--- config.mk ---
export PLATFORM = sky130hd
export DESIGN_NAME = uart_alu_top
export DESIGN_NICKNAME = d
export VERILOG_FILES = /design/src/common/alu_pkg.sv /design/src/common/uart_pkg.sv /design/src/rtl/alu.sv /design/src/rtl/alu_command_unit.sv /design/src/rtl/byte_fifo.sv /design/src/rtl/uart_alu_top.sv /design/src/uart/uart_baud_gen.sv /design/src/uart/uart_rx.sv /design/src/uart/uart_tx.sv
export SDC_FILE = /design/constraint.sdc
export NUM_CORES = 1
export LEC_CHECK = 0
export BUFFER_PORTS_ARGS = -buffer_cell sky130_fd_sc_hd__buf_2
export CAP_MARGIN = 0
export CORE_UTILIZATION = 45
export DETAILED_ROUTE_END_ITERATION = 10
export HOLD_SLACK_MARGIN = 0.1
export PLACE_DENSITY = 0.65
export SLEW_MARGIN = 5
export SYNTH_ARGS = -nofsm -noshare
export SYNTH_HDL_FRONTEND = slang
export SYNTH_HIERARCHICAL = 1
export SYNTH_SLANG_ARGS = --single-unit
export TNS_END_PERCENT = 1
--- constraint.sdc ---
create_clock -name i_clock -period 2.9 [get_ports i_clock]
set_input_delay 0.145 -clock i_clock [delete_from_list [all_inputs] [get_ports i_clock]]
set_output_delay 0.145 -clock i_clock [all_outputs]
set_load 0.1 [all_outputs]
--- src/common/alu_pkg.sv ---
package alu_pkg;

    // Operand and result width
    localparam int ALU_WIDTH = 8;

    // Opcode field width, low bits of the first command byte
    localparam int OPCODE_BITS = 6;

    ////////////////////////////////////////
    // Opcodes
    ////////////////////////////////////////

    localparam logic [OPCODE_BITS-1:0] OP_ADD = 6'b100000;
    localparam logic [OPCODE_BITS-1:0] OP_SUB = 6'b100010;
    localparam logic [OPCODE_BITS-1:0] OP_AND = 6'b100100;
    localparam logic [OPCODE_BITS-1:0] OP_OR  = 6'b100101;
    localparam logic [OPCODE_BITS-1:0] OP_XOR = 6'b100110;
    localparam logic [OPCODE_BITS-1:0] OP_NOR = 6'b100111;
    localparam logic [OPCODE_BITS-1:0] OP_SRL = 6'b000010;
    localparam logic [OPCODE_BITS-1:0] OP_SRA = 6'b000011;

    // One assembled command, opcode first on the wire
    typedef struct packed {
        logic [OPCODE_BITS-1:0] opcode;
        logic [ALU_WIDTH-1:0]   operand_a;
        logic [ALU_WIDTH-1:0]   operand_b;
    } alu_command_t;

endpackage

--- src/common/uart_pkg.sv ---
package uart_pkg;

    ////////////////////////////////////////
    // Serial framing
    ////////////////////////////////////////

    // Bits per serial word, 8N1 framing
    localparam int DATA_BITS = 8;

    // Receiver samples per bit period
    localparam int OVERSAMPLE = 16;

    // Clocks per oversampling tick, kept small for fast simulation
    localparam int BAUD_DIVISOR = 4;

    ////////////////////////////////////////
    // Buffering
    ////////////////////////////////////////

    localparam int RX_FIFO_DEPTH = 8;
    localparam int TX_FIFO_DEPTH = 4;

endpackage

--- src/rtl/alu.sv ---
`timescale 1ns/1ps

module alu (
    input  alu_pkg::alu_command_t         i_command,
    output logic [alu_pkg::ALU_WIDTH-1:0] o_result
);

    logic [alu_pkg::ALU_WIDTH-1:0] a;
    logic [alu_pkg::ALU_WIDTH-1:0] b;
    logic [2:0]                    shift_amount;

    assign a            = i_command.operand_a;
    assign b            = i_command.operand_b;
    assign shift_amount = b[2:0];

    // Add and subtract wrap, no carry out
    always_comb begin
        case (i_command.opcode)
            alu_pkg::OP_ADD: o_result = a + b;
            alu_pkg::OP_SUB: o_result = a - b;
            alu_pkg::OP_AND: o_result = a & b;
            alu_pkg::OP_OR:  o_result = a | b;
            alu_pkg::OP_XOR: o_result = a ^ b;
            alu_pkg::OP_NOR: o_result = ~(a | b);
            alu_pkg::OP_SRL: o_result = a >> shift_amount;
            // Sign bit of A fills from the top
            alu_pkg::OP_SRA: o_result = $signed(a) >>> shift_amount;
            default:         o_result = '0;
        endcase
    end

endmodule

--- src/rtl/alu_command_unit.sv ---
`timescale 1ns/1ps

module alu_command_unit (
    input  logic                          i_clock,
    input  logic                          i_reset,
    input  logic [alu_pkg::ALU_WIDTH-1:0] i_rx_data,
    input  logic                          i_rx_empty,
    output logic                          o_rx_pop,
    output alu_pkg::alu_command_t         o_command,
    input  logic [alu_pkg::ALU_WIDTH-1:0] i_result,
    output logic [alu_pkg::ALU_WIDTH-1:0] o_tx_data,
    output logic                          o_tx_push,
    input  logic                          i_tx_full
);

    // Which byte comes next, or waiting to queue the result
    typedef enum logic [1:0] {ST_OPCODE, ST_OPERAND_A, ST_OPERAND_B, ST_ISSUE} cmd_state_t;

    cmd_state_t            state;
    alu_pkg::alu_command_t command;

    ////////////////////////////////////////
    // Byte collection
    ////////////////////////////////////////

    // One byte per cycle while the receive FIFO has data
    assign o_rx_pop = (state != ST_ISSUE) && !i_rx_empty;

    always_ff @(posedge i_clock or posedge i_reset) begin
        if (i_reset) begin
            state <= ST_OPCODE;
        end else begin
            case (state)
                ST_OPCODE:    if (o_rx_pop) state <= ST_OPERAND_A;
                ST_OPERAND_A: if (o_rx_pop) state <= ST_OPERAND_B;
                ST_OPERAND_B: if (o_rx_pop) state <= ST_ISSUE;
                default:      if (o_tx_push) state <= ST_OPCODE;
            endcase
        end
    end

    always_ff @(posedge i_clock) begin
        if (o_rx_pop) begin
            case (state)
                ST_OPCODE:    command.opcode    <= i_rx_data[alu_pkg::OPCODE_BITS-1:0];
                ST_OPERAND_A: command.operand_a <= i_rx_data;
                default:      command.operand_b <= i_rx_data;
            endcase
        end
    end

    assign o_command = command;

    ////////////////////////////////////////
    // Result queueing
    ////////////////////////////////////////

    // Command held steady, so the ALU output is taken as is
    assign o_tx_data = i_result;
    assign o_tx_push = (state == ST_ISSUE) && !i_tx_full;

endmodule

--- src/rtl/byte_fifo.sv ---
`timescale 1ns/1ps

module byte_fifo #(
    parameter int DEPTH = 4
) (
    input  logic                           i_clock,
    input  logic                           i_reset,
    input  logic                           i_push,
    input  logic                           i_pop,
    input  logic [uart_pkg::DATA_BITS-1:0] i_data,
    output logic [uart_pkg::DATA_BITS-1:0] o_data,
    output logic                           o_empty,
    output logic                           o_full
);

    localparam int PTR_BITS   = (DEPTH > 1) ? $clog2(DEPTH) : 1;
    localparam int COUNT_BITS = $clog2(DEPTH + 1);

    logic [uart_pkg::DATA_BITS-1:0] mem [DEPTH];
    logic [PTR_BITS-1:0]            wr_ptr;
    logic [PTR_BITS-1:0]            rd_ptr;
    logic [COUNT_BITS-1:0]          count;
    logic                           do_push;
    logic                           do_pop;

    // Wrap for depths that are not a power of two
    function automatic logic [PTR_BITS-1:0] advance(input logic [PTR_BITS-1:0] ptr);
        return (ptr == PTR_BITS'(DEPTH - 1)) ? '0 : ptr + 1'b1;
    endfunction

    assign o_empty = (count == '0);
    assign o_full  = (count == COUNT_BITS'(DEPTH));
    assign do_push = i_push && !o_full;
    assign do_pop  = i_pop && !o_empty;

    // Head is visible without a read request
    assign o_data = mem[rd_ptr];

    always_ff @(posedge i_clock or posedge i_reset) begin
        if (i_reset) begin
            wr_ptr <= '0;
            rd_ptr <= '0;
            count  <= '0;
        end else begin
            if (do_push) begin
                wr_ptr <= advance(wr_ptr);
            end
            if (do_pop) begin
                rd_ptr <= advance(rd_ptr);
            end
            case ({do_push, do_pop})
                2'b10:   count <= count + 1'b1;
                2'b01:   count <= count - 1'b1;
                default: count <= count;
            endcase
        end
    end

    always_ff @(posedge i_clock) begin
        if (do_push) begin
            mem[wr_ptr] <= i_data;
        end
    end

endmodule

--- src/rtl/uart_alu_top.sv ---
`timescale 1ns/1ps

module uart_alu_top (
    input  logic i_clock,
    input  logic i_reset,
    input  logic i_rx_serial,
    output logic o_tx_serial
);

    logic                           tick;
    logic [uart_pkg::DATA_BITS-1:0] rx_byte;
    logic                           rx_valid;
    logic [uart_pkg::DATA_BITS-1:0] rx_head;
    logic                           rx_empty;
    logic                           rx_pop;
    alu_pkg::alu_command_t          command;
    logic [alu_pkg::ALU_WIDTH-1:0]  result;
    logic [uart_pkg::DATA_BITS-1:0] tx_byte;
    logic                           tx_push;
    logic                           tx_full;
    logic [uart_pkg::DATA_BITS-1:0] tx_head;
    logic                           tx_empty;
    logic                           tx_pop;

    uart_baud_gen baud_gen (
        .i_clock (i_clock),
        .i_reset (i_reset),
        .o_tick  (tick)
    );

    ////////////////////////////////////////
    // Receive side
    ////////////////////////////////////////

    uart_rx receiver (
        .i_clock  (i_clock),
        .i_reset  (i_reset),
        .i_tick   (tick),
        .i_serial (i_rx_serial),
        .o_data   (rx_byte),
        .o_valid  (rx_valid)
    );

    // Overflow bytes are dropped inside the FIFO
    byte_fifo #(.DEPTH(uart_pkg::RX_FIFO_DEPTH)) rx_fifo (
        .i_clock (i_clock),
        .i_reset (i_reset),
        .i_push  (rx_valid),
        .i_pop   (rx_pop),
        .i_data  (rx_byte),
        .o_data  (rx_head),
        .o_empty (rx_empty),
        .o_full  ()
    );

    ////////////////////////////////////////
    // Command handling
    ////////////////////////////////////////

    alu_command_unit command_unit (
        .i_clock    (i_clock),
        .i_reset    (i_reset),
        .i_rx_data  (rx_head),
        .i_rx_empty (rx_empty),
        .o_rx_pop   (rx_pop),
        .o_command  (command),
        .i_result   (result),
        .o_tx_data  (tx_byte),
        .o_tx_push  (tx_push),
        .i_tx_full  (tx_full)
    );

    alu alu_core (
        .i_command (command),
        .o_result  (result)
    );

    ////////////////////////////////////////
    // Transmit side
    ////////////////////////////////////////

    byte_fifo #(.DEPTH(uart_pkg::TX_FIFO_DEPTH)) tx_fifo (
        .i_clock (i_clock),
        .i_reset (i_reset),
        .i_push  (tx_push),
        .i_pop   (tx_pop),
        .i_data  (tx_byte),
        .o_data  (tx_head),
        .o_empty (tx_empty),
        .o_full  (tx_full)
    );

    uart_tx transmitter (
        .i_clock      (i_clock),
        .i_reset      (i_reset),
        .i_tick       (tick),
        .i_fifo_empty (tx_empty),
        .i_data       (tx_head),
        .o_fifo_rd    (tx_pop),
        .o_serial     (o_tx_serial)
    );

endmodule

--- src/uart/uart_baud_gen.sv ---
`timescale 1ns/1ps

module uart_baud_gen (
    input  logic i_clock,
    input  logic i_reset,
    output logic o_tick
);

    localparam int COUNT_BITS = (uart_pkg::BAUD_DIVISOR > 1) ?
        $clog2(uart_pkg::BAUD_DIVISOR) : 1;
    localparam logic [COUNT_BITS-1:0] LAST_COUNT = COUNT_BITS'(uart_pkg::BAUD_DIVISOR - 1);

    logic [COUNT_BITS-1:0] count;

    // Free-running divider, wraps after the last count
    always_ff @(posedge i_clock or posedge i_reset) begin
        if (i_reset) begin
            count <= '0;
        end else if (count == LAST_COUNT) begin
            count <= '0;
        end else begin
            count <= count + 1'b1;
        end
    end

    assign o_tick = (count == LAST_COUNT);

endmodule

--- src/uart/uart_rx.sv ---
`timescale 1ns/1ps

module uart_rx (
    input  logic                           i_clock,
    input  logic                           i_reset,
    input  logic                           i_tick,
    input  logic                           i_serial,
    output logic [uart_pkg::DATA_BITS-1:0] o_data,
    output logic                           o_valid
);

    localparam int TICK_BITS = $clog2(uart_pkg::OVERSAMPLE);
    localparam int BIT_BITS  = $clog2(uart_pkg::DATA_BITS);
    localparam logic [TICK_BITS-1:0] HALF_TICK = TICK_BITS'(uart_pkg::OVERSAMPLE / 2 - 1);
    localparam logic [TICK_BITS-1:0] LAST_TICK = TICK_BITS'(uart_pkg::OVERSAMPLE - 1);
    localparam logic [BIT_BITS-1:0]  LAST_BIT  = BIT_BITS'(uart_pkg::DATA_BITS - 1);

    typedef enum logic [1:0] {ST_IDLE, ST_START, ST_DATA, ST_STOP} rx_state_t;

    rx_state_t                    state;
    logic [1:0]                   sync;
    logic                         serial_s;
    logic [TICK_BITS-1:0]         tick_count;
    logic [BIT_BITS-1:0]          bit_count;
    logic [uart_pkg::DATA_BITS-1:0] shift_reg;
    logic                         bit_end;

    assign serial_s = sync[1];
    assign bit_end  = i_tick && (tick_count == LAST_TICK);

    always_ff @(posedge i_clock or posedge i_reset) begin
        if (i_reset) begin
            state      <= ST_IDLE;
            sync       <= 2'b11;
            tick_count <= '0;
            bit_count  <= '0;
            o_valid    <= 1'b0;
        end else begin
            sync    <= {sync[0], i_serial};
            o_valid <= 1'b0;
            case (state)
                ST_IDLE: begin
                    if (!serial_s) begin
                        state      <= ST_START;
                        tick_count <= '0;
                    end
                end
                ST_START: begin
                    if (i_tick) begin
                        // Mid start bit, a glitch has gone high again
                        if (tick_count == HALF_TICK) begin
                            tick_count <= '0;
                            bit_count  <= '0;
                            state      <= serial_s ? ST_IDLE : ST_DATA;
                        end else begin
                            tick_count <= tick_count + 1'b1;
                        end
                    end
                end
                ST_DATA: begin
                    if (bit_end) begin
                        tick_count <= '0;
                        if (bit_count == LAST_BIT) begin
                            state <= ST_STOP;
                        end else begin
                            bit_count <= bit_count + 1'b1;
                        end
                    end else if (i_tick) begin
                        tick_count <= tick_count + 1'b1;
                    end
                end
                default: begin
                    if (bit_end) begin
                        o_valid <= serial_s;
                        state   <= ST_IDLE;
                    end else if (i_tick) begin
                        tick_count <= tick_count + 1'b1;
                    end
                end
            endcase
        end
    end

    // LSB arrives first
    always_ff @(posedge i_clock) begin
        if (state == ST_DATA && bit_end) begin
            shift_reg <= {serial_s, shift_reg[uart_pkg::DATA_BITS-1:1]};
        end
    end

    assign o_data = shift_reg;

endmodule

--- src/uart/uart_tx.sv ---
`timescale 1ns/1ps

module uart_tx (
    input  logic                           i_clock,
    input  logic                           i_reset,
    input  logic                           i_tick,
    input  logic                           i_fifo_empty,
    input  logic [uart_pkg::DATA_BITS-1:0] i_data,
    output logic                           o_fifo_rd,
    output logic                           o_serial
);

    // Idle bit, start bit, data, stop bit
    localparam int FRAME_BITS = uart_pkg::DATA_BITS + 3;
    localparam int TICK_BITS  = $clog2(uart_pkg::OVERSAMPLE);
    localparam int SHIFT_BITS = $clog2(FRAME_BITS);
    localparam logic [TICK_BITS-1:0]  LAST_TICK  = TICK_BITS'(uart_pkg::OVERSAMPLE - 1);
    localparam logic [SHIFT_BITS-1:0] LAST_SHIFT = SHIFT_BITS'(FRAME_BITS - 1);

    logic                   busy;
    logic [FRAME_BITS-1:0]  frame;
    logic [TICK_BITS-1:0]   tick_count;
    logic [SHIFT_BITS-1:0]  shift_count;

    assign o_fifo_rd = !busy && !i_fifo_empty;

    always_ff @(posedge i_clock or posedge i_reset) begin
        if (i_reset) begin
            busy        <= 1'b0;
            frame       <= '1;
            tick_count  <= '0;
            shift_count <= '0;
        end else if (o_fifo_rd) begin
            // Low bit stays high so the start bit lines up with the next tick
            busy        <= 1'b1;
            frame       <= {1'b1, i_data, 1'b0, 1'b1};
            tick_count  <= LAST_TICK;
            shift_count <= '0;
        end else if (busy && i_tick) begin
            if (tick_count == LAST_TICK) begin
                tick_count  <= '0;
                frame       <= {1'b1, frame[FRAME_BITS-1:1]};
                shift_count <= shift_count + 1'b1;
                // Full stop bit sent
                if (shift_count == LAST_SHIFT) begin
                    busy <= 1'b0;
                end
            end else begin
                tick_count <= tick_count + 1'b1;
            end
        end
    end

    assign o_serial = frame[0];

endmodule

==> flow_summary.ini <==
[floorplan]
core_um2 = 19600
die_x_um = 144
io_pins = 4
start_util = 0.462
rows = 51
dieArea_um2 = 20700
chipHeight_um = 144

[global_routing]
grt_antenna_before_repair = 0
gr-total-overflow = 0
grt_usage = 0.178
grt_max_degree = 20
grt_pass1_wl_mm = 27.4
grt_pass1_vias = 5418

[sta]
finClkSkew_ps = 12.2
hold_ws_ps = 176
fmax_mhz = 363
tightest_slew_ps = 828
hold_viol_final = 0
setup_slack_ps = 142
drv_slew = 0
layout_min_cycle_time_ps = 2760
period_share = 0.951
final-setup-viol-count = 0
rsz0062_at_grt = yes
relSlewSlack = 0.448

[clock_tree]
cts_root_buf = clkbuf_16
clkLatencyLatePin_ps = 430
cts_buffer_depth = 2
clk_pin_slew_worst_paths_ps = 70
cts_tree = done
clock_sinks = 178
cts_buffers = 17
cts_max_level = 4

[logic_synthesis]
synth_area_um2 = 9050
synth_cells = 669
ys.warnings.count = 6
syn_nets = 723
syn_area_per_cell_um2 = 13.5

[worst_setup_path]
crit_path_end_kind = flip-flop
r2r_end = tx_fifo/mem[0][6]
startpoint = command_unit/o_command[20]
worstSetupStartpointType = flip-flop
cp.arrival_ps = 2930
reg2reg_depth = 11
reg2reg_slack_ps = 140
path_max_fanout = 5
worstReg2RegStart = command_unit/o_command[20]
setup.worst_path.end = tx_fifo/mem[0][6]
worstPathRequired_ps = 3070
path_class = flip-flop to flip-flop

[route]
dr_wl_met3_um = 489
routed_wl_mm = 17.0
vias_per_cell = 5.59
wl_per_cell_um = 17.7
drt_iter0_drc = 252
vias = 5359
remaining_drc_errors = 0
met2_length_mm = 8.61
first_pass_iters = 4
top_layer_used = met4
drt-met1-wl_mm = 7.57
drt.antenna.violating_nets = 0

[finish]
fin_nets = 735
final_cell_count_no_fill = 959
diodes = 0
area_delta_synth_final_pct = 10.3
drive_gt1_frac = 0.218

[placed_design]
dp_hpwl_mm = 11.7
pre_cts_ws_ps = 94.0
gp_congestion = 0.890
dp_cells = 924
io_buffers = 3

[status]
status = finished, final reports clean

[hold_path]
worstHoldPathType = input port to async pin

[pwr]
power_density_nw_per_um2 = 496
p_leak_nw = 3.83
ir_drop_mv = 0.526

[flow_run]
cap_violations = 0
==> power by group <==
| group | switching (mW) | leakage (nW) | total [mW] | internal (mW) |
|---|---|---|---|---|
| Combinational | 0.0478 | 1.75 | 0.0851 | 0.0373 |
| Clock | 0.993 | 0.274 | 2.11 | 1.12 |
| Sequential | 0.0311 | 1.80 | 2.75 | 2.72 |
| Total | 1.07 | 3.83 | 4.95 | 3.88 |
==> through the flow <==
stage               area (um^2)  power [mW]  TNS [ps]   util
finish                     9990        4.95         0  0.510
floorplan                  9060        2.87         0      -
global route               9990        5.12      -347  0.510
CTS                        9900        5.00         0  0.506
detailed placement         9340        2.89         0  0.477
global placement           9340        2.88         0  0.477
==> per-layer routing <==
metal | vias up | track usage
li1 | 2528 | -
met1 | 2705 | 0.224
met2 | 100 | 0.299
met3 | 26 | 0.0327
met4 | 0 | 0.0750
met5 | - | 0
==> flip-flops by register name, indices dropped and copies added (netlist names), 2 cells and up <==
name and cells:
transmitter/shift_count 4, receiver/sync 2, receiver/tick_count 4, tx_fifo/rd_ptr 2, rx_fifo/rd_ptr 3, transmitter/frame 10, command_unit/o_command 22, baud_gen/count 2
receiver/bit_count 3, command_unit/state 2, rx_fifo/count 4, rx_fifo/wr_ptr 3, tx_fifo/wr_ptr 2, tx_fifo/count 3, rx_fifo/mem 64, receiver/state 2
transmitter/tick_count 4, tx_fifo/mem 32, receiver/o_data 8
==> worst min-delay path by stage <==
stage | startpoint | end
finish | i_reset | command_unit/state[1]
floorplan | i_reset | baud_gen/count[0]
detailed placement | i_reset | baud_gen/count[1]
global route | i_reset | baud_gen/count[1]
global placement | i_reset | baud_gen/count[1]
CTS | i_reset | command_unit/state[0]
==> cell usage in the layout (no fill, tap or decap), drive strengths merged, types with 4 or more instances in the layout <==
master	n
o221ai	5
xnor2	9
o31ai	4
clkbuf	17
a211oi	4
mux4	27
nand2b	8
a21oi	30
dfrtp	40
a31oi	11
nor3	11
dfstp	12
buf	28
mux2i	13
and2	7
nand2	33
and3	6
nor2	42
o211ai	6
xor2	6
ha	48
inv	51
edfxtp	126
o21ai	35
nand3	19
clkinv	8
nor4	4
nand4	4
mux2	22
nor3b	7
==> cell type report <==
type	count	area, um^2
Timing Repair Buffer	30	223
Fill cell	1653	9600
Clock inverter	15	121
Inverter	44	165
Multi-Input combinational cell	410	3620
Sequential cell	178	5100
Clock buffer	17	425
Tap cell	265	332
==> critical path: stages (launching register included) <==
cell      delay, ps
edfxtp_1        400
nor3_2          240
nand2_2         110
nor3b_4         280
nor2_1           80
xnor2_1         210
ha_1            320
o21ai_2         110
a21oi_4          50
o21a_1          170
or3_1           300
a31o_2          260
==> timing repair <==
| item | 4_1_cts | 5_1_grt |
|---|---|---|
| setup endpoints to repair | 0 | 21 |
| hold buffers | 2 | 0 |
| resized for setup | 0 | 16 |
| hold endpoints to repair | 41 | 0 |
| buffers inserted | 0 | 1 |
Note: power is estimated with default switching activity, not from simulation.
